===== src/hub75_pkg.sv =====
package hub75_pkg;

    // ***********************************************************************
    // panel geometry.
    // ***********************************************************************

    // pixels shifted per line, per half-panel.
    localparam int columns = 64;

    // bit planes of binary-coded modulation.
    localparam int planes = 6;

    // ***********************************************************************
    // vector types.
    // ***********************************************************************

    // one colour intensity, msb is the brightest plane.
    typedef logic [5:0] channel_t;

    // full pixel, red in the top field, then green, then blue.
    typedef logic [17:0] pixel_t;

    // column index within a line.
    typedef logic [5:0] column_t;

    // row address on the panel connector (1:16 scan).
    typedef logic [3:0] row_t;

    // one-hot plane select.
    // bit 5 is the brightest plane, bit 0 the dimmest.
    typedef logic [5:0] mask_t;

    // output enable length in clock cycles.
    // must hold the brightest plane's on-time.
    typedef logic [9:0] on_time_t;

    // framebuffer address.
    // half select on top, then row, then column.
    // half 0 is the upper half-panel.
    typedef logic [10:0] fb_address_t;

endpackage


===== src/matrix_scan.sv =====
module matrix_scan #(
    parameter hub75_pkg::on_time_t base_on_time = 10'd23,
    parameter hub75_pkg::on_time_t overlap = 10'd67
) (
    input  logic               reset,
    input  logic               clk_in,
    output hub75_pkg::column_t column_address,
    output hub75_pkg::row_t    row_address,
    output hub75_pkg::row_t    active_row,
    output hub75_pkg::mask_t   plane_mask,
    output logic               clk_pixel_load,
    output logic               clk_pixel,
    output logic               row_latch,
    output logic               output_enable
);

    // wide enough to hold the column count itself.
    localparam int load_width = $clog2(hub75_pkg::columns + 1);
    localparam int column_width = $bits(hub75_pkg::column_t);
    localparam int on_time_width = $bits(hub75_pkg::on_time_t);

    // state advance history, newest in bit 0.
    logic [1:0] state;
    logic clk_state;
    logic state_advance;
    logic shift_idle;

    // load enable and the pixel enable trailing it by half a cycle.
    logic clk_pixel_load_en;
    logic clk_pixel_en;
    logic [1:0] row_latch_state;
    logic latch_done;

    // plane currently lit, one line behind plane_mask.
    hub75_pkg::mask_t active_mask;
    hub75_pkg::on_time_t on_time;
    hub75_pkg::on_time_t on_time_counter;

    // ***********************************************************************
    // shift phase.
    // ***********************************************************************

    // gated clocks, as the panel expects.
    assign clk_pixel_load = clk_in && clk_pixel_load_en;
    assign clk_pixel = clk_in && clk_pixel_en;

    // one load enable per column.
    timeout #(
        .counter_width(load_width)
    ) load_timer (
        .reset(reset),
        .clk_in(clk_in),
        .start(clk_state),
        .value(load_width'(hub75_pkg::columns)),
        .counter(),
        .running(clk_pixel_load_en)
    );

    // column address counts 63 down to 0, then holds.
    // runs out of phase with the pixel clock to cover the read latency.
    timeout #(
        .counter_width(column_width)
    ) column_timer (
        .reset(reset),
        .clk_in(clk_in),
        .start(clk_state),
        .value(column_width'(hub75_pkg::columns - 1)),
        .counter(column_address),
        .running()
    );

    // ***********************************************************************
    // latch, plane and row, all on the falling edge.
    // ***********************************************************************

    // latch high for one cycle once the load enable has dropped.
    assign row_latch = (row_latch_state == 2'b10);

    always_ff @(negedge clk_in) begin
        if (reset) begin
            clk_pixel_en <= 1'b0;
            row_latch_state <= 2'b00;
            plane_mask <= 6'b100000;
            active_mask <= 6'b100000;
            row_address <= '0;
            active_row <= '0;
        end else begin
            clk_pixel_en <= clk_pixel_load_en;
            row_latch_state <= {row_latch_state[0], clk_pixel_load_en};
            if (row_latch) begin
                // the line just shifted becomes the lit one.
                active_mask <= plane_mask;
                active_row <= row_address;
                if (plane_mask[0]) begin
                    // dimmest plane done, next row from the brightest.
                    plane_mask <= 6'b100000;
                    row_address <= row_address + 1'b1;
                end else begin
                    plane_mask <= plane_mask >> 1;
                end
            end
        end
    end

    // ***********************************************************************
    // display phase.
    // ***********************************************************************

    // on-time doubles with every plane.
    always_comb begin
        on_time = '0;
        for (int i = 0; i < hub75_pkg::planes; i++) begin
            if (active_mask[i]) begin
                on_time = base_on_time << i;
            end
        end
    end

    // active mask settles at the end of the latch.
    // start the output enable one edge later.
    always_ff @(posedge clk_in) begin
        if (reset) begin
            latch_done <= 1'b0;
        end else begin
            latch_done <= row_latch;
        end
    end

    // output enable width in cycles equals on_time.
    timeout #(
        .counter_width(on_time_width)
    ) enable_timer (
        .reset(reset),
        .clk_in(clk_in),
        .start(latch_done),
        .value(on_time),
        .counter(on_time_counter),
        .running(output_enable)
    );

    // ***********************************************************************
    // line sequencing.
    // ***********************************************************************

    // no shift, latch or enable load still pending for the current line.
    assign shift_idle = !clk_pixel_load_en && !clk_pixel_en && !row_latch && !latch_done;

    // next shift may overlap the tail of the current on-time.
    assign state_advance = shift_idle && (!output_enable || (on_time_counter < overlap));

    // rising edge of state_advance starts one line.
    assign clk_state = (state == 2'b01);

    always_ff @(posedge clk_in) begin
        if (reset) begin
            state <= 2'b00;
        end else begin
            state <= {state[0], state_advance};
        end
    end

endmodule


===== src/timeout.sv =====
module timeout #(
    parameter int counter_width = 8
) (
    input  logic                     reset,
    input  logic                     clk_in,
    input  logic                     start,
    input  logic [counter_width-1:0] value,
    output logic [counter_width-1:0] counter,
    output logic                     running
);

    // loadable down-counter.
    // start reloads even while running, so a retrigger restarts the count.
    always_ff @(posedge clk_in) begin
        if (reset) begin
            counter <= '0;
        end else if (start) begin
            counter <= value;
        end else if (running) begin
            // stops at zero and waits for the next start.
            counter <= counter - 1'b1;
        end
    end

    // high for exactly value cycles after a start.
    assign running = (counter != '0);

endmodule


===== config.mk =====
export PLATFORM = sky130hd
export DESIGN_NAME = matrix_scan
export DESIGN_NICKNAME = d
export VERILOG_FILES = /design/src/hub75_pkg.sv /design/src/matrix_scan.sv /design/src/timeout.sv
export SDC_FILE = /design/constraint.sdc
export NUM_CORES = 1
export LEC_CHECK = 0
export BUFFER_PORTS_ARGS = -buffer_cell sky130_fd_sc_hd__clkbuf_2
export CORE_MARGIN = 5
export CORE_UTILIZATION = 40
export CTS_BUF_LIST = sky130_fd_sc_hd__clkbuf_16
export DETAILED_ROUTE_END_ITERATION = 10
export MAX_ROUTING_LAYER = met4
export PLACE_DENSITY = 0.56
export SYNTH_ARGS = -nofsm -noshare
export SYNTH_HDL_FRONTEND = slang
export SYNTH_SLANG_ARGS = --single-unit

===== constraint.sdc =====
create_clock -name clk_in -period 2.2 [get_ports clk_in]
set_clock_uncertainty 0.2 [all_clocks]
set_input_delay 0.11 -clock clk_in [delete_from_list [all_inputs] [get_ports clk_in]]
set_output_delay 0.11 -clock clk_in [all_outputs]
set_load 0.05 [all_outputs]

# Word-level counts from Yosys, hierarchy flattened
# Cells that the tools add are included.
# totals
register_bits,49
output_inout_bits,24
# op_classes
muxes,13
n_addsub,4
order_cmp,1
n_reduce_logical,20
eq_ne,2
# ops
op,n
two-way mux 10 bit,7
two-way mux 6 bit,3
two-way mux 7 bit,2
less-than comparator 10 x 7 -> 1 bit (second input constant),1
nonzero test 10 bit,1
subtractor 10 x 1 -> 10 bit (second input constant),1
nonzero test 7 bit,1
subtractor 7 x 1 -> 7 bit (second input constant),1
logical AND 1 bit,6
nonzero test 2 bit,3
nonzero test 6 bit,1
subtractor 6 x 1 -> 6 bit (second input constant),1
logical NOT 1 bit,5
two-way mux 5 bit,1
adder 4 x 1 -> 4 bit (second input constant),1
== test 2 x 1 -> 1 bit (second input constant),1
== test 2 bit (second input constant),1
AND reduction 2 bit,1
OR reduction 2 bit,1
logical OR 1 bit,1

# Longest topological paths before layout
# logic_depth
depth_word,7
depth_mapped,7
mapped_depth_nobuf,6

# Cells and area by module
# From an unflattened synthesis, not the netlist that was laid out.
# hier_totals
hier_cells,294
hier_area_um2,2459.9
# by_module_without_submodules
module,seq_area_each_um2,cells_per_inst,area_per_inst_um2,n_inst
matrix_scan,500.5,126,1042.2,1
timeout (enable_timer),200.2,68,569.3,1
timeout (load_timer),140.1,54,464.2,1
timeout (column_timer),120.1,46,384.1,1

==> qor.txt <==
run status -> finished, violations left
failing checks -> negative setup slack
top-area cell type share of the netlist area -> 44.5%
met2 usage -> 25.5%
Final Hold Fails -> 0
Reg clk slew, reported paths -> 60 ps
main combinational cell family by area after synthesis -> simple AND/OR/NAND/NOR gates
# setup viols final -> 27
met3 Usage GRT -> 6.91%
initial antenna violation count -> 0
fin nets -> 355
number of synthesized flops with an enable pin -> 0
slew at the pin with the worst max-slew slack -> 332 ps
pwr/cell area -> 1320 nW/um2
first-pass GRT wire length -> 9540 um
Area growth syn-to-layout -> 62.6%
# diodes -> 0
num ports -> 26
DR vias/cell -> 4.87
post-synth net total -> 264
Inst Count DP -> 370
area leader, netlist -> dfxtp_1
Pre-antenna DRT Iters -> 4
WP buf/inv -> 0
routed vias -> 2,036
mux cell area share after synthesis -> 1.45%
share of cells above drive strength 1 -> 38.5%
Area contributors post-synth -> dfxtp_1 45%, nand2_1 5.9%, a21oi_1 5.8%
most common cell in the synthesized netlist -> dfxtp_1
R2R Path Start -> active_mask[4]
number of DRC markers in iteration 0 -> 95
Worst EP arrival -> 2780 ps
slowest CP cell -> or3b_4
largest net degree at the start of global routing -> 18
endpoint class of the critical path -> flop
sequential element share of the synthesized area -> 44.5%
pre-CTS setup slack -> -400 ps
cell count of the worst reg-to-reg path -> 3
GRT Util Overall -> 17.3%
Compound-Gate Fraction of Synth Area -> 12.7%
Avg Inst Size Synth -> 8.46 um2
post-route insts no fill -> 418
Top delay family on crit path -> simple AND/OR/NAND/NOR gates
Post-DP Area -> 2590 um2
max cap viols -> 0
R2R Setup Slk -> -440 ps
area share of fa/ha/maj cells after synthesis -> 4.06%
pins over their slew limit -> 0
main flop type after synthesis -> dfxtp_1
worst vdd ir -> 0.644 mV
global placement routability congestion -> 0.838
Hold Crit Depth -> 2
wire length per cell -> 12.7 um
fin util -> 67.8%
WS Path Type -> reg2reg
hold_ws -> 275 ps
antenna-violating nets left -> 0
Seq cells post-synth -> 48
post-route cell area -> 3510 um2
Leakage -> 1.58 nW
DRT Wirelength -> 5300 um
Post-Syn Area -> 2160 um2
GRT met1 Usage -> 20.6%
Gate Count Post-Synth -> 255
Worst Path Required -> 2340 ps
# fillers -> 396
Port Buffers -> 25
Die Y -> 83.5 um
Design Power -> 4.63 mW
chip width -> 83.5 um
Fin Setup TNS -> -6580 ps
Skew-Pair Late Insertion Delay -> 490 ps
Die ar. -> 6960 um2
RSZ-0062 raised after global routing -> true
Final HPWL DP -> 3350 um
post-synthesis simple-gate area fraction -> 26.9%
Core Region -> 5170 um2
CTS tree -> done
Synth async-reset ratio -> 0%
Post-synth top cells -> 48 x dfxtp_1, 34 x nand2_1, 26 x nor2_1, 25 x a21oi_1, 14 x nor3_1
max_slew headroom -> 77.8%
crit path cell chain -> or3b_4 > o32a_1 > nor2_1
library cells used by synthesis -> 40
hold_sp -> active_row[2]
floorplan row count -> 26
vias in the first global route -> 2,019
Crit Path Max Fanout -> 6
Post-Synth XOR/XNOR Area -> 6.09%
layer with the highest usage -> met2
drt drc -> 0
crit start category -> flop
Synth warnings -> 0
end of the worst hold path -> active_row[2]
Starting Density -> 41.7%
total grt overflow -> 0
Reg2Reg Capture Point -> enable_timer.counter[2]
Final Worst Setup Slack -> -439 ps
Hold Path Class -> reg2reg
CP peak stage delay -> 430 ps
[final cells by class]
class	instances	area (um2)	share of cell area (%)
sequential	48	1000	28.6
multi-input combinational	183	1230	35.2
clock buffer	11	255	7.28
tap	70	87.6	2.50
timing repair buffer	69	776	22.1
inverter	11	46.3	1.32
clock inverter	26	105	3.00
[worst max path at each step]
stage / from / endpoint / cells past startpoint
after floorplan: active_mask[4] / enable_timer.counter[0] / 5
after global placement: active_mask[4] / enable_timer.counter[0] / 4
after detailed placement: active_mask[4] / enable_timer.counter[0] / 4
after CTS: row_latch_state[0] / clk_pixel / 3
after global routing: active_mask[4] / enable_timer.counter[0] / 4
final: active_mask[4] / enable_timer.counter[2] / 3
[logic make-up (layout without fill, tap and decap cells)]
family / count (synthesis) / in the layout
flip-flops: 48 / 48
AO/OA/AOI/OAI: 44 / 44
XOR/XNOR: 15 / 15
adder cells (fa/ha/maj): 7 / 7
buffers and inverters: 24 / 117
AND/OR/NAND/NOR: 114 / 114
multiplexers: 3 / 3
[worst register-to-register path, cell delays in order (launching register included)]
cell     delay (ps)
dfxtp_2         310
or3b_4          430
o32a_1          350
nor2_1           90
[registers in the layout, indices dropped and copies added, names as in the netlist]
| signal | flops |
|---|---|
| active_mask | 6 |
| load_timer.counter | 7 |
| state | 2 |
| enable_timer.counter | 10 |
| plane_mask | 6 |
| latch_done | 1 |
| row_address | 4 |
| column_timer.counter | 6 |
| active_row | 4 |
| row_latch_state | 2 |
[layout by cell type (no fill, tap or decap), types with 3 or more instances in the layout]
cell	n
inv_4	3
ha_1	6
nand2_1	34
o211a_1	4
a21oi_1	24
dfxtp_1	25
buf_8	3
nand3_1	5
or3_1	4
xor2_1	8
nor3_1	14
nor2_2	3
dfxtp_2	17
clkbuf_16	22
nor2b_1	4
buf_6	4
nor4_2	3
dfxtp_4	6
nand2b_4	3
nand3b_1	6
clkbuf_2	7
xnor2_1	7
inv_2	3
buf_4	40
inv_1	30
nor2_1	21
[routing by layer]
metal | up-vias | part of all wire (%)
li1 | 1060 | -
met1 | 933 | 48
met2 | 30 | 45
met3 | 13 | 4.9
met4 | 0 | 1.8
met5 | - | 0
[timing repair]
| action | in CTS | in global routing |
|---|---|---|
| gates cloned | 0 | 0 |
| hold buffers | 1 | 0 |
| endpoints found under the hold margin | 2 | 0 |
| gates resized for setup | 97 | 18 |
| setup buffers | 6 | 9 |
| setup endpoints to repair | 29 | 31 |
| pin swaps | 2 | 8 |
[where the power goes]
| group | total (mW) | switching (mW) | leakage [nW] | internal [mW] |
|---|---|---|---|---|
| Clock | 1.52 | 0.650 | 0.269 | 0.871 |
| Sequential | 1.24 | 0.168 | 0.404 | 1.07 |
| Combinational | 1.87 | 0.974 | 0.908 | 0.899 |
Power figures use the tool's default switching activity.
