## src/hub75_pkg.sv

```systemverilog
package hub75_pkg;

    // ***********************************************************************
    // panel geometry.
    // ***********************************************************************

    // pixels shifted per line, per half-panel.
    localparam int columns = 64;

    // bit planes of binary-coded modulation.
    localparam int planes = 6;

    // ***********************************************************************
    // vector types.
    // ***********************************************************************

    // one colour intensity, msb is the brightest plane.
    typedef logic [5:0] channel_t;

    // full pixel, red in the top field, then green, then blue.
    typedef logic [17:0] pixel_t;

    // column index within a line.
    typedef logic [5:0] column_t;

    // row address on the panel connector (1:16 scan).
    typedef logic [3:0] row_t;

    // one-hot plane select.
    // bit 5 is the brightest plane, bit 0 the dimmest.
    typedef logic [5:0] mask_t;

    // output enable length in clock cycles.
    // must hold the brightest plane's on-time.
    typedef logic [9:0] on_time_t;

    // framebuffer address.
    // half select on top, then row, then column.
    // half 0 is the upper half-panel.
    typedef logic [10:0] fb_address_t;

endpackage

```

## src/pixel_split.sv

```systemverilog
module pixel_split (
    input  logic              reset,
    input  logic              clk_in,
    input  hub75_pkg::mask_t  plane_mask,
    input  hub75_pkg::pixel_t upper_pixel,
    input  hub75_pkg::pixel_t lower_pixel,
    output logic              red_upper,
    output logic              green_upper,
    output logic              blue_upper,
    output logic              red_lower,
    output logic              green_lower,
    output logic              blue_lower
);

    localparam int channel_width = $bits(hub75_pkg::channel_t);

    // mask as seen by the read data, one cycle late.
    hub75_pkg::mask_t mask_q;

    // channel 2 is red, 1 green, 0 blue.
    function automatic hub75_pkg::channel_t channel_of(input hub75_pkg::pixel_t pixel,
                                                       input int index);
        return pixel[index*channel_width +: channel_width];
    endfunction

    // bit of the channel selected by a one-hot mask.
    function automatic logic plane_bit(input hub75_pkg::channel_t channel,
                                       input hub75_pkg::mask_t mask);
        logic picked;
        picked = 1'b0;
        for (int i = 0; i < hub75_pkg::planes; i++) begin
            if (mask[i]) begin
                picked = channel[i];
            end
        end
        return picked;
    endfunction

    // align the mask with the framebuffer output register.
    always_ff @(posedge clk_in) begin
        mask_q <= plane_mask;
    end

    // colour bits, two cycles after their column address.
    always_ff @(posedge clk_in) begin
        if (reset) begin
            red_upper <= 1'b0;
            green_upper <= 1'b0;
            blue_upper <= 1'b0;
            red_lower <= 1'b0;
            green_lower <= 1'b0;
            blue_lower <= 1'b0;
        end else begin
            red_upper <= plane_bit(channel_of(upper_pixel, 2), mask_q);
            green_upper <= plane_bit(channel_of(upper_pixel, 1), mask_q);
            blue_upper <= plane_bit(channel_of(upper_pixel, 0), mask_q);
            red_lower <= plane_bit(channel_of(lower_pixel, 2), mask_q);
            green_lower <= plane_bit(channel_of(lower_pixel, 1), mask_q);
            blue_lower <= plane_bit(channel_of(lower_pixel, 0), mask_q);
        end
    end

endmodule

```

## config.mk

```make
export PLATFORM = sky130hd
export DESIGN_NAME = pixel_split
export DESIGN_NICKNAME = d
export VERILOG_FILES = /design/src/hub75_pkg.sv /design/src/pixel_split.sv
export SDC_FILE = /design/constraint.sdc
export NUM_CORES = 1
export LEC_CHECK = 0
export BUFFER_PORTS_ARGS = -buffer_cell sky130_fd_sc_hd__buf_2
export CAP_MARGIN = 30
export CORE_MARGIN = 2
export CORE_UTILIZATION = 36
export CTS_CLUSTER_SIZE = 20
export DETAILED_ROUTE_END_ITERATION = 8
export HOLD_SLACK_MARGIN = 0.15
export MAX_ROUTING_LAYER = met4
export PLACE_DENSITY = 0.77
export RECOVER_POWER = 25
export SLEW_MARGIN = 5
export SYNTH_ARGS = -nofsm -noshare
export SYNTH_HDL_FRONTEND = slang
export SYNTH_SLANG_ARGS = --single-unit
```

## constraint.sdc

```tcl
create_clock -name clk_in -period 1.49 [get_ports clk_in]
set_input_delay 0.298 -clock clk_in [delete_from_list [all_inputs] [get_ports clk_in]]
set_output_delay 0.298 -clock clk_in [all_outputs]
set_load 0.02 [all_outputs]
```

**Word-level counts from Yosys, hierarchy flattened**

Index checks and enable logic that the tools add are counted.
Widths: inputs -> output; s select.

- Register bits: 12
- Input bits: 44
- Word-level logic and storage cells: 43

- Multiplexer cells: 36

Operators by type and width:

| cell | count |
|---|---|
| $mux 1 | 36 |

**Depth between registers and ports, before layout**

Gate-level depths: netlist of run 1.

- Depth after elaboration: 6
- Depth in mapped cells: 5

**Worst setup path before layout of run 1**

Ideal clock, no wire load.

- Path type: reg-to-reg
- Start: reg mask_q[4]
- End: reg green_lower
- Setup time: 0.095 ns
- Arrival time: 1.199 ns
- Slack: 0.196 ns
- Stages on the path, launching flop included: 6
- Buffers on the path: 2
- Path through: dfxtp_1 buf_6 or2_0 clkbuf_2 a221o_1 a221oi_1

- Cells in the longest elaborated chain, start to end: 2

RTL lines:

| element | line | RTL |
|---|---|---|
| from (decl) | pixel_split.sv:18 | `hub75_pkg::mask_t mask_q;` |
| from (signal assigned) | pixel_split.sv:41 | `mask_q <= plane_mask;` |
| $mux 1 (2 in a row) | pixel_split.sv:32 | `if (mask[i]) begin` |
| to (signal assigned) | pixel_split.sv:58 | `green_lower <= plane_bit(channel_of(lower_pixel, 1), mask_q);` |
| to (decl) | pixel_split.sv:11 | `output logic green_lower,` |

No other way between the ends.
A chain may end at the register's enable or synchronous reset.

**Worst setup path in the final report of run 1**

- Start: reg mask_q[2]
- End: reg green_lower

- Cells in the longest elaborated chain, start to end: 4

RTL lines:

| element | line |
|---|---|
| $mux 1 (4 in a row) | pixel_split.sv:32 |

No other way between the ends.

==> parameters.txt, run 1 <==
Parameter                              Value

Synthesis
  Synthesized Nets ... 108
  Portion of netlist area occupied by mux cells ... 0%
  Yosys reg bits ... 12
  Yosys warning count ... 0
  Commonest register cell after synthesis ... sky130_fd_sc_hd__dfxtp_1
  Synthesized area divided by synthesized cell count ... 9.01 µm²
  Number of distinct standard cells referenced by the synthesized netlist ... 15
  Main combinational cell family by area after synthesis ... compound AO/OA/AOI/OAI gates
  Post-Syn Area ... 577 µm²
  Number of instances in the synthesized netlist ... 64
  Xor and xnor area share after synthesis ... 0%
  Register area share after synthesis ... 41.6%
  Async set or reset register ratio after synthesis ... 0%
  Adder-cell area share of the yosys netlist ... 0%
  Fraction of the mapped netlist area in simple logic gates ... 11.1%
  Number of flops mapped to enable cells by yosys ... 0
  Compound-gate portion of the synthesized area ... 34.5%

STA
  Achievable frequency ... 0.763 GHz
  Worst slew margin relative to its limit ... 75.9%
  Final cycle utilization of the critical path ... 88.0%
  Post-route minimum period ... 1310 ps
  Number of slew-limit violations in the final report ... 0
  Largest clock skew in the final design ... 0.710 ps
  Final TNS setup ... 0 ps
  Setup-violating endpoint count in the final report ... 0
  Final Hold Vio Count ... 0
  Setup repair after global routing missed its margin ... no
  Transition at the pin with the smallest max-transition slack ... 362 ps

Worst setup path
  Internal reg-to-reg setup slack ... 180 ps
  Maximum fanout along the worst path ... 12
  Category of the worst setup path launch point ... register
  Worst Setup End Kind ... register
  Reg-to-Reg End ... green_lower$_SDFF_PP0_
  Depth of the worst register-to-register path ... 3
  Required time reported for the critical path endpoint ... 1660 ps
  Critical setup path kind ... reg2reg
  Signal arrival time at the worst endpoint ... 1480 ps
  Reg2reg start ... mask_q[2]$_DFF_P_

Final layout
  Antenna fix cells ... 0
  Share of final-layout standard cells stronger than drive strength 1 ... 45.8%
  Most common cell after layout, fill and taps aside ... sky130_fd_sc_hd__buf_2
  Final instance area ... 903 µm²
  Area Growth Syn to Fin ... 56.6%
  Commonest cells after routing, fill and taps aside ... sky130_fd_sc_hd__buf_2, sky130_fd_sc_hd__inv_1, sky130_fd_sc_hd__dfxtp_1, sky130_fd_sc_hd__a221oi_1, sky130_fd_sc_hd__a21oi_1
  Final layout net count ... 164

Global routing
  Maximum number of pins on one net before global-route repair ... 13
  Vias in the first global route ... 653
  Residual overflow from global routing ... 0
  GRT Overall Usage ... 18.4%
  Global-route wire length before repair ... 2550 µm
  Initial antenna violation count ... 0

Route
  Final wirelength ... 1580 µm
  Detailed Route Iter0 Violations ... 8
  Post-DR wirelength/cell ... 11.8 µm
  Number of nets still failing antenna checks after routing ... 0
  Drt pass-1 iters ... 4
  DRC viols ... 0
  Routed vias/inst ... 5.08
  Total vias in the final route ... 681

Die
  Placeable core area ... 0.00151 mm²
  Initial core utilization ... 38.3%
  Die Height ... 44.0 µm
  Number of I/O pins ... 50
  Overall die area ... 0.00194 mm²
  Die span in x ... 44.0 µm
  Site row count ... 14

Min path
  End point of the most critical hold path ... red_upper$_SDFF_PP0_
  Path class of the lowest-slack min-delay path ... in2reg
  Startpoint of the most critical hold path ... reset
  Cells on Worst Hold Path ... 2

Placed design
  IO Port Bufs ... 49
  Half-perimeter wire length after placement ... 1240 µm
  Final estimated routing congestion in global placement ... 0.833
  Placement-stage cell area ... 821 µm²

CTS
  H-Tree Depth ... 1
  Clock latency of the later-clocked register in the worst-skew pair ... 260 ps
  CTS root buffer ... sky130_fd_sc_hd__clkbuf_4
  CTS Buf Count ... 3
  Bufs on Longest Clock Path ... 2
  Clock tree from TritonCTS ... done
  Sinks on the clock net ... 12
  Worst-path clk slew ... 70 ps

Power
  Leakage dissipation ... 0.470 nW
  Power density over the cells ... 779 mW/mm²
  Highest ir drop seen on vdd ... 0.483 mV

Job
  Number of max-capacitance violations reported ... 0

Status
  Status ... completed
kinds of logic (layout without fill, tap and decap cells):
kind of cell / Yosys count / in the layout
compound gates: 26 / 26
buf+inv: 17 / 71
flops: 12 / 12
simple gates: 9 / 9
timing repair:
action,in CTS,in global routing
setup buffers,0,0
resized for setup,0,0
hold buffers,6,0
hold endpoints to repair,6,0
layout make-up:
cell class | instances | area, µm²
inverter | 12 | 45.0
timing repair buffer | 56 | 313
multi-input combinational | 35 | 263
tap | 16 | 20.0
clock buffer | 3 | 22.5
sequential | 12 | 240
fill | 157 | 603
routing by layer:
layer	global-route usage (%)	up-vias	wire length, µm
met5	-	-	0
met4	3.64	0	9
met3	6.53	2	186
met2	30.6	38	748
met1	21.5	292	637
li1	-	349	-
registers in the layout (all words and copies together), names as in the netlist:
register and cells:
red_upper 1, blue_upper 1, blue_lower 1, red_lower 1
green_upper 1, mask_q 6, green_lower 1
critical path, stage by stage, from the launching register on:
cell and delay [ps]:
sky130_fd_sc_hd__dfxtp_1 540, sky130_fd_sc_hd__a21oi_1 80, sky130_fd_sc_hd__a221o_1 340, sky130_fd_sc_hd__a221oi_1 260
Yosys cell counts, drive strengths merged (2+ instances only):
master  instances  area share [%]
inv            12             7.8
a221o           5             8.7
dfxtp          12              42
buf             2             2.8
clkbuf          3             2.2
a221oi         11              17
nand3b          6             7.8
a21oi           8             6.9
power breakdown:
| part | switching, W | total [W] | internal (W) |
|---|---|---|---|
| combinational | 0.0000653 | 0.000154 | 0.0000890 |
| sequential | 0.0000175 | 0.000359 | 0.000342 |
| clock | 0.0000963 | 0.000190 | 0.0000933 |
through the flow:
stage / cells / hold WS, ps / setup slack, ps / total power (W) / utilization (%)
2_1_floorplan: 64 / 326 / 196 / 0.000435 / -
3_3_place_gp: 125 / 402 / 231 / 0.000507 / 54.5
3_5_place_dp: 125 / 403 / 206 / 0.000509 / 54.5
4_1_cts: 134 / 276 / 188 / 0.000714 / 60.0
5_1_grt: 134 / 278 / 70.0 / 0.000752 / 60.0
6_report: 134 / 278 / 179 / 0.000703 / 60.0
worst max path at each step:
stage	startpoint	endpoint
4_1_cts	mask_q[2]$_DFF_P_	green_lower$_SDFF_PP0_
5_1_grt	mask_q[2]$_DFF_P_	red_lower$_SDFF_PP0_
2_1_floorplan	mask_q[4]$_DFF_P_	green_lower$_SDFF_PP0_
3_5_place_dp	mask_q[2]$_DFF_P_	green_lower$_SDFF_PP0_
3_3_place_gp	mask_q[3]$_DFF_P_	green_lower$_SDFF_PP0_
6_report	mask_q[2]$_DFF_P_	green_lower$_SDFF_PP0_
Power figures use the tool's default switching activity.
==> run 2, diff against run 1 <==
--- a/config.mk
+++ b/config.mk
@@ -14,7 +14,7 @@
 export HOLD_SLACK_MARGIN = 0.15
 export MAX_ROUTING_LAYER = met4
 export PLACE_DENSITY = 0.77
-export RECOVER_POWER = 25
+export RECOVER_POWER = 50
 export SLEW_MARGIN = 5
 export SYNTH_ARGS = -nofsm -noshare
 export SYNTH_HDL_FRONTEND = slang
==> constraint.sdc (replaced) <==
create_clock -name clk_in -period 1.49 [get_ports clk_in]
set_input_delay 0.298 -clock clk_in [delete_from_list [all_inputs] [get_ports clk_in]]
set_output_delay 0.298 -clock clk_in [all_outputs]
set_load 0.05 [all_outputs]
==> parameters.txt, run 2 (synthesis gave the netlist of run 1 again) <==
Parameter                              Value

Final layout
  Antenna fix cells ... 0 (unchanged)
  Most common cell after layout, fill and taps aside ... sky130_fd_sc_hd__buf_2 (unchanged)
  Commonest cells after routing, fill and taps aside ... sky130_fd_sc_hd__buf_2, sky130_fd_sc_hd__inv_1, sky130_fd_sc_hd__dfxtp_1, sky130_fd_sc_hd__a221oi_1, sky130_fd_sc_hd__a21oi_1 (unchanged)
  Register with the most flip-flops ... mask_q (unchanged)
  Flip-flop count of the largest register, all copies and words added ... 6 (unchanged)
  Share of final-layout standard cells stronger than drive strength 1 ... 43.2% (was 45.8%)
  Area Growth Syn to Fin ... 56.0% (was 56.6%)
  Final layout net count ... 164 (unchanged)

Route
  Detailed Route Iter0 Violations ... 8 (unchanged)
  Post-DR wirelength/cell ... 11.8 µm (unchanged)
  DRC viols ... 0 (unchanged)
  Routed vias/inst ... 5.08 (unchanged)
  Final wirelength ... 1580 µm (unchanged)
  Drt pass-1 iters ... 4 (unchanged)
  Total vias in the final route ... 681 (unchanged)
  Number of nets still failing antenna checks after routing ... 0 (unchanged)

STA
  Largest clock skew in the final design ... 0.725 ps (was 0.710 ps)
  Fin worst setup slack ... 157 ps (was 179 ps)
  Transition at the pin with the smallest max-transition slack ... 601 ps (was 362 ps)
  Number of slew-limit violations in the final report ... 0 (unchanged)
  Final Hold Vio Count ... 0 (unchanged)
  Post-route minimum period ... 1330 ps (was 1310 ps)
  Final TNS setup ... 0 ps (unchanged)
  Achievable frequency ... 0.750 GHz (was 0.763 GHz)
  Setup-violating endpoint count in the final report ... 0 (unchanged)
  Final cycle utilization of the critical path ... 89.5% (was 88.0%)
  Setup repair after global routing missed its margin ... no (unchanged)
  Worst slew margin relative to its limit ... 60.1% (was 75.9%)

Global routing
  Initial antenna violation count ... 0 (unchanged)
  Residual overflow from global routing ... 0 (unchanged)
  Vias in the first global route ... 653 (unchanged)
  GRT Overall Usage ... 18.4% (unchanged)
  Global-route wire length before repair ... 2550 µm (unchanged)
  Maximum number of pins on one net before global-route repair ... 13 (unchanged)

Worst setup path
  Category of the worst setup path launch point ... register (unchanged)
  Startpoint of the most critical setup path ... blue_lower$_SDFF_PP0_ (was mask_q[2]$_DFF_P_)
  Maximum fanout along the worst path ... 1 (was 12)
  Signal arrival time at the worst endpoint ... 1040 ps (was 1480 ps)
  Worst Setup End Kind ... primary output (was register)
  Slowest Stage Delay on Critical Path ... 460 ps (was 540 ps)
  Reg2reg start ... mask_q[2]$_DFF_P_ (unchanged)
  Cell breakdown of the critical path ... clkbuf_1 (was a21oi_1 > a221o_1 > a221oi_1)
  Crit path buffers/inverters ... 1 (was 0)
  Critical setup path kind ... reg2out (was reg2reg)
  Required time reported for the critical path endpoint ... 1190 ps (was 1660 ps)
  Worst-path cell with the longest stage delay ... sky130_fd_sc_hd__clkbuf_1 (was sky130_fd_sc_hd__dfxtp_1)
  CP delay by family, top ... buffers and inverters (was compound AO/OA/AOI/OAI gates)

Die
  Initial core utilization ... 38.3% (unchanged)
  Site row count ... 14 (unchanged)
  Overall die area ... 0.00194 mm² (unchanged)
  Number of I/O pins ... 50 (unchanged)
  Die Height ... 44.0 µm (unchanged)
  Die span in x ... 44.0 µm (unchanged)
  Placeable core area ... 0.00151 mm² (unchanged)

CTS
  H-Tree Depth ... 1 (unchanged)
  Clock tree from TritonCTS ... done (unchanged)
  Clock latency of the later-clocked register in the worst-skew pair ... 260 ps (about the same)
  Sinks on the clock net ... 12 (unchanged)
  CTS resizes ... 0 (unchanged)
  CTS root buffer ... sky130_fd_sc_hd__clkbuf_4 (unchanged)
  # Post-CTS Setup Buffers ... 0 (unchanged)
  Bufs on Longest Clock Path ... 2 (unchanged)
  Worst-path clk slew ... 70 ps (about the same)
  CTS Buf Count ... 3 (unchanged)

Placed design
  Worst slack at placement ... 206 ps (unchanged)
  IO Port Bufs ... 49 (unchanged)
  Final estimated routing congestion in global placement ... 0.833 (unchanged)
  Half-perimeter wire length after placement ... 1240 µm (unchanged)

Status
  Status ... completed (unchanged)

Min path
  Path class of the lowest-slack min-delay path ... in2reg (unchanged)
  Startpoint of the most critical hold path ... reset (unchanged)

Job
  Number of max-capacitance violations reported ... 0 (unchanged)

Power
  Power density over the cells ... 812 mW/mm² (was 779 mW/mm²)
  Leakage dissipation ... 0.460 nW (was 0.470 nW)
  Highest ir drop seen on vdd ... 0.488 mV (was 0.483 mV)
run 2: changes by cell type in the layout (fill, tap and decap cells not counted):
cell,delta
sky130_fd_sc_hd__buf_2,-3
sky130_fd_sc_hd__clkbuf_1,+3
run 2: power by group:
| part | switching [W] | total (W) | internal [W] | leakage [nW] |
|---|---|---|---|---|
| combinational | 0.0000937 | 0.000181 | 0.0000872 | 0.345 |
| sequential | 0.0000177 | 0.000360 | 0.000342 | 0.101 |
| clock | 0.0000963 | 0.000190 | 0.0000933 | 0.0138 |
run 2: worst paths after layout:
check / depth (start not counted) / endpoint / slack [ps]
setup / recovery: 1 / blue_lower / 160
hold / removal: 2 / red_upper$_SDFF_PP0_ / 280
setup reg to reg: 3 / green_lower$_SDFF_PP0_ / 180
hold reg to reg: 3 / blue_lower$_SDFF_PP0_ / 650
run 2: worst reg2reg max path, stage by stage (launching register included):
cell                       delay (ps)
sky130_fd_sc_hd__dfxtp_1          530
sky130_fd_sc_hd__a21oi_1           80
sky130_fd_sc_hd__a221o_1          340
sky130_fd_sc_hd__a221oi_1         260
run 2: through the flow:
step / hold WS, ps / instances / total power, W / utilization, % / cell area, µm²
after floorplan: 326 / 64 / 0.000463 / - / 577
after global placement: 402 / 125 / 0.000535 / 54.5 / 821
after detailed placement: 403 / 125 / 0.000538 / 54.5 / 821
after CTS: 276 / 134 / 0.000742 / 60.0 / 903
after global routing: 278 / 134 / 0.000779 / 59.7 / 900
final: 278 / 134 / 0.000730 / 59.7 / 900
run 2: layer usage:
metal / share of wire (%) / vias to the layer above / GRT usage (%)
met5: 0 / - / -
met4: 0.57 / 0 / 3.64
met3: 12 / 2 / 6.53
met2: 47 / 38 / 30.6
met1: 40 / 292 / 21.5
li1: - / 349 / -
run 2: repair_timing:
action | 4_1_cts | 5_1_grt
hold endpoints to repair | 6 | 0
setup endpoints to repair | 0 | 0
hold buffers | 6 | 0
run 2: cell type report:
class,count,area (µm²)
inverters,12,45.0
clock buffers,3,22.5
well taps,16,20.0
fillers,157,607
repair buffers,56,309
flip-flops and latches,12,240
multi-input cells,35,263
==> run 3, diff against run 2 <==
--- a/config.mk
+++ b/config.mk
@@ -5,10 +5,11 @@
 export SDC_FILE = /design/constraint.sdc
 export NUM_CORES = 1
 export LEC_CHECK = 0
+export ABC_AREA = 1
 export BUFFER_PORTS_ARGS = -buffer_cell sky130_fd_sc_hd__buf_2
 export CAP_MARGIN = 30
 export CORE_MARGIN = 2
-export CORE_UTILIZATION = 36
+export CORE_UTILIZATION = 37
 export CTS_CLUSTER_SIZE = 20
 export DETAILED_ROUTE_END_ITERATION = 8
 export HOLD_SLACK_MARGIN = 0.15
==> parameters.txt, run 3 <==
Parameter                              Value

Status
  Status ... completed (unchanged)

Worst setup path
  Slowest Stage Delay on Critical Path ... 330 ps (was 460 ps)
  Critical setup path kind ... reg2out (unchanged)
  CP delay by family, top ... flip-flops (was buffers and inverters)
  Cell breakdown of the critical path ... buf_2 (was clkbuf_1)
  Required time reported for the critical path endpoint ... 1190 ps (about the same)
  Reg2reg start ... mask_q[1]$_DFF_P_ (was mask_q[2]$_DFF_P_)
  Signal arrival time at the worst endpoint ... 850 ps (was 1040 ps)
  Internal reg-to-reg setup slack ... 420 ps (was 180 ps)
  Depth of the worst register-to-register path ... 7 (was 3)
  Reg-to-Reg End ... blue_upper$_SDFF_PP0_ (was green_lower$_SDFF_PP0_)
  Worst-path cell with the longest stage delay ... sky130_fd_sc_hd__dfxtp_1 (was sky130_fd_sc_hd__clkbuf_1)
  Crit path buffers/inverters ... 1 (unchanged)
  Category of the worst setup path launch point ... register (unchanged)
  Maximum fanout along the worst path ... 1 (unchanged)
  Worst Setup End Kind ... primary output (unchanged)

Placed design
  IO Port Bufs ... 49 (unchanged)
  Final estimated routing congestion in global placement ... 0.869 (was 0.833)
  Half-perimeter wire length after placement ... 1320 µm (was 1240 µm)
  Placement-stage cell area ... 858 µm² (was 821 µm²)
  Worst slack at placement ... 476 ps (was 206 ps)

Final layout
  Final layout net count ... 192 (was 164)
  Commonest cells after routing, fill and taps aside ... sky130_fd_sc_hd__buf_2, sky130_fd_sc_hd__nand2_1, sky130_fd_sc_hd__a21oi_1, sky130_fd_sc_hd__dfxtp_1, sky130_fd_sc_hd__inv_1 (was sky130_fd_sc_hd__buf_2, sky130_fd_sc_hd__inv_1, sky130_fd_sc_hd__dfxtp_1, sky130_fd_sc_hd__a221oi_1, sky130_fd_sc_hd__a21oi_1)
  Flip-flop count of the largest register, all copies and words added ... 6 (unchanged)
  Antenna fix cells ... 0 (unchanged)
  Final instance area ... 947 µm² (was 900 µm²)
  Share of final-layout standard cells stronger than drive strength 1 ... 38.8% (was 43.2%)
  Number of fill cells ... 148 (was 157)
  Layout Utilization ... 62.2% (was 59.7%)
  Area Growth Syn to Fin ... 55.4% (was 56.0%)
  Register with the most flip-flops ... mask_q (unchanged)
  Most common cell after layout, fill and taps aside ... sky130_fd_sc_hd__buf_2 (unchanged)

CTS
  Bufs on Longest Clock Path ... 2 (unchanged)
  Clock tree from TritonCTS ... done (unchanged)
  CTS resizes ... 0 (unchanged)
  Worst-path clk slew ... 80 ps (was 70 ps)
  Clock latency of the later-clocked register in the worst-skew pair ... 260 ps (about the same)
  H-Tree Depth ... 1 (unchanged)
  # Post-CTS Setup Buffers ... 0 (unchanged)
  Sinks on the clock net ... 12 (unchanged)
  CTS root buffer ... sky130_fd_sc_hd__clkbuf_4 (unchanged)
  CTS Buf Count ... 3 (unchanged)

Synthesis
  Number of instances in the synthesized netlist ... 90 (was 64)
  Number of distinct standard cells referenced by the synthesized netlist ... 10 (was 15)
  Synth top area cells ... sky130_fd_sc_hd__dfxtp_1, sky130_fd_sc_hd__nand2_1, sky130_fd_sc_hd__a21oi_1 (was sky130_fd_sc_hd__dfxtp_1, sky130_fd_sc_hd__a221oi_1, sky130_fd_sc_hd__a221o_1)
  Number of flops mapped to enable cells by yosys ... 0 (unchanged)
  Yosys top cell by area ... sky130_fd_sc_hd__dfxtp_1 (unchanged)
  Async set or reset register ratio after synthesis ... 0% (unchanged)
  Commonest register cell after synthesis ... sky130_fd_sc_hd__dfxtp_1 (unchanged)
  Dominant cell by count in the synthesized netlist ... sky130_fd_sc_hd__nand2_1
  Register area share after synthesis ... 39.4% (was 41.6%)
  Yosys warning count ... 0 (unchanged)
  Post-Syn Area ... 609 µm² (was 577 µm²)
  Most instantiated cells after synthesis ... sky130_fd_sc_hd__nand2_1, sky130_fd_sc_hd__a21oi_1, sky130_fd_sc_hd__dfxtp_1 (was sky130_fd_sc_hd__dfxtp_1, sky130_fd_sc_hd__inv_1, sky130_fd_sc_hd__a221oi_1)
  Share of the synthesized area in the top cell type ... 39.4% (was 41.6%)
  Synthesized Nets ... 134 (was 108)
  Synthesized area divided by synthesized cell count ... 6.77 µm² (was 9.01 µm²)
  Yosys reg bits ... 12 (unchanged)

Global routing
  Global-route wire length before repair ... 2480 µm (was 2550 µm)
  GRT Overall Usage ... 17.3% (was 18.4%)
  Vias in the first global route ... 687 (was 653)
  Initial antenna violation count ... 0 (unchanged)
  Residual overflow from global routing ... 0 (unchanged)
  Maximum number of pins on one net before global-route repair ... 13 (unchanged)

Route
  DRC viols ... 0 (unchanged)
  Total vias in the final route ... 760 (was 681)
  Drt pass-1 iters ... 4 (unchanged)
  Number of nets still failing antenna checks after routing ... 0 (unchanged)
  Detailed Route Iter0 Violations ... 8 (unchanged)
  Final wirelength ... 1650 µm (was 1580 µm)
  Post-DR wirelength/cell ... 10.1 µm (was 11.8 µm)
  Routed vias/inst ... 4.66 (was 5.08)

Power
  Highest ir drop seen on vdd ... 0.516 mV (was 0.488 mV)
  Power density over the cells ... 859 mW/mm² (was 812 mW/mm²)
  Overall power after layout ... 0.000814 W (was 0.000730 W)
  Leakage dissipation ... 0.531 nW (was 0.460 nW)

STA
  Post-route minimum period ... 1150 ps (was 1330 ps)
  Number of slew-limit violations in the final report ... 0 (unchanged)
  Worst slew margin relative to its limit ... 75.4% (was 60.1%)
  Achievable frequency ... 0.872 GHz (was 0.750 GHz)
  Transition at the pin with the smallest max-transition slack ... 368 ps (was 601 ps)
  Largest clock skew in the final design ... 0.932 ps (was 0.725 ps)
  Final cycle utilization of the critical path ... 77.0% (was 89.5%)
  Setup repair after global routing missed its margin ... no (unchanged)
  Final Hold Vio Count ... 0 (unchanged)
  Setup-violating endpoint count in the final report ... 0 (unchanged)
  Fin worst setup slack ... 343 ps (was 157 ps)
  Final TNS setup ... 0 ps (unchanged)

Job
  Number of max-capacitance violations reported ... 0 (unchanged)

Die
  Die Height ... 44.6 µm (was 44.0 µm)
  Number of I/O pins ... 50 (unchanged)
  Die span in x ... 44.6 µm (was 44.0 µm)
  Placeable core area ... 0.00152 mm² (was 0.00151 mm²)
  Initial core utilization ... 40.0% (was 38.3%)
  Overall die area ... 0.00199 mm² (was 0.00194 mm²)
  Site row count ... 14 (unchanged)

Min path
  Path class of the lowest-slack min-delay path ... in2reg (unchanged)
  Startpoint of the most critical hold path ... lower_pixel[5] (was reset)
  End point of the most critical hold path ... blue_lower$_SDFF_PP0_ (was red_upper$_SDFF_PP0_)
  Cells on Worst Hold Path ... 3 (was 2)
run 3: timing repair:
| item | 4_1_cts | 5_1_grt |
|---|---|---|
| hold endpoints to repair | 6 | 0 |
| hold buffers | 6 | 0 |
| setup endpoints to repair | 0 | 0 |
run 3: layout make-up:
class	count	area [µm²]	share of cell area [%]
sequential	12	240	25.4
inverter	10	37.5	3.96
tap	16	20.0	2.11
timing repair buffer	55	305	32.2
multi-input combinational	66	308	32.5
clock buffer	4	36.3	3.83
run 3: logic make-up (layout without fill, tap and decap cells):
| logic type | Yosys count | count (layout) | share of synthesized area [%] |
|---|---|---|---|
| and+or+nand+nor | 36 | 36 | 23.4 |
| AOI/OAI and AO/OA | 30 | 30 | 28.3 |
| DFF | 12 | 12 | 39.4 |
| buffers and inverters | 12 | 69 | 8.83 |
run 3: report_power, final:
part	total [W]	switching, W	internal, W
clock network	0.000256	0.000108	0.000148
logic	0.000195	0.000108	0.0000879
registers	0.000362	0.0000208	0.000342
run 3: per-stage QoR:
step	hold slack, ps	instances
after global placement	400	153
after CTS	321	163
final	325	163
after floorplan	326	90
after detailed placement	402	153
after global routing	316	163
run 3: routing by layer:
metal	global-route usage, %	wire [µm]
met3	2.86	77
met4	7.27	23
met5	-	0
met2	30.7	847
met1	18.7	705
run 3: worst max-delay path by stage:
| stage | startpoint | to | slack (ps) | cells past startpoint |
|---|---|---|---|---|
| floorplan | mask_q[1]$_DFF_P_ | green_lower$_SDFF_PP0_ | 590 | 7 |
| global placement | mask_q[2]$_DFF_P_ | red_lower$_SDFF_PP0_ | 490 | 5 |
| detailed placement | mask_q[2]$_DFF_P_ | green_lower$_SDFF_PP0_ | 480 | 6 |
| CTS | green_lower$_SDFF_PP0_ | green_lower | 330 | 1 |
| global route | green_lower$_SDFF_PP0_ | green_lower | 310 | 1 |
| finish | blue_lower$_SDFF_PP0_ | blue_lower | 340 | 1 |
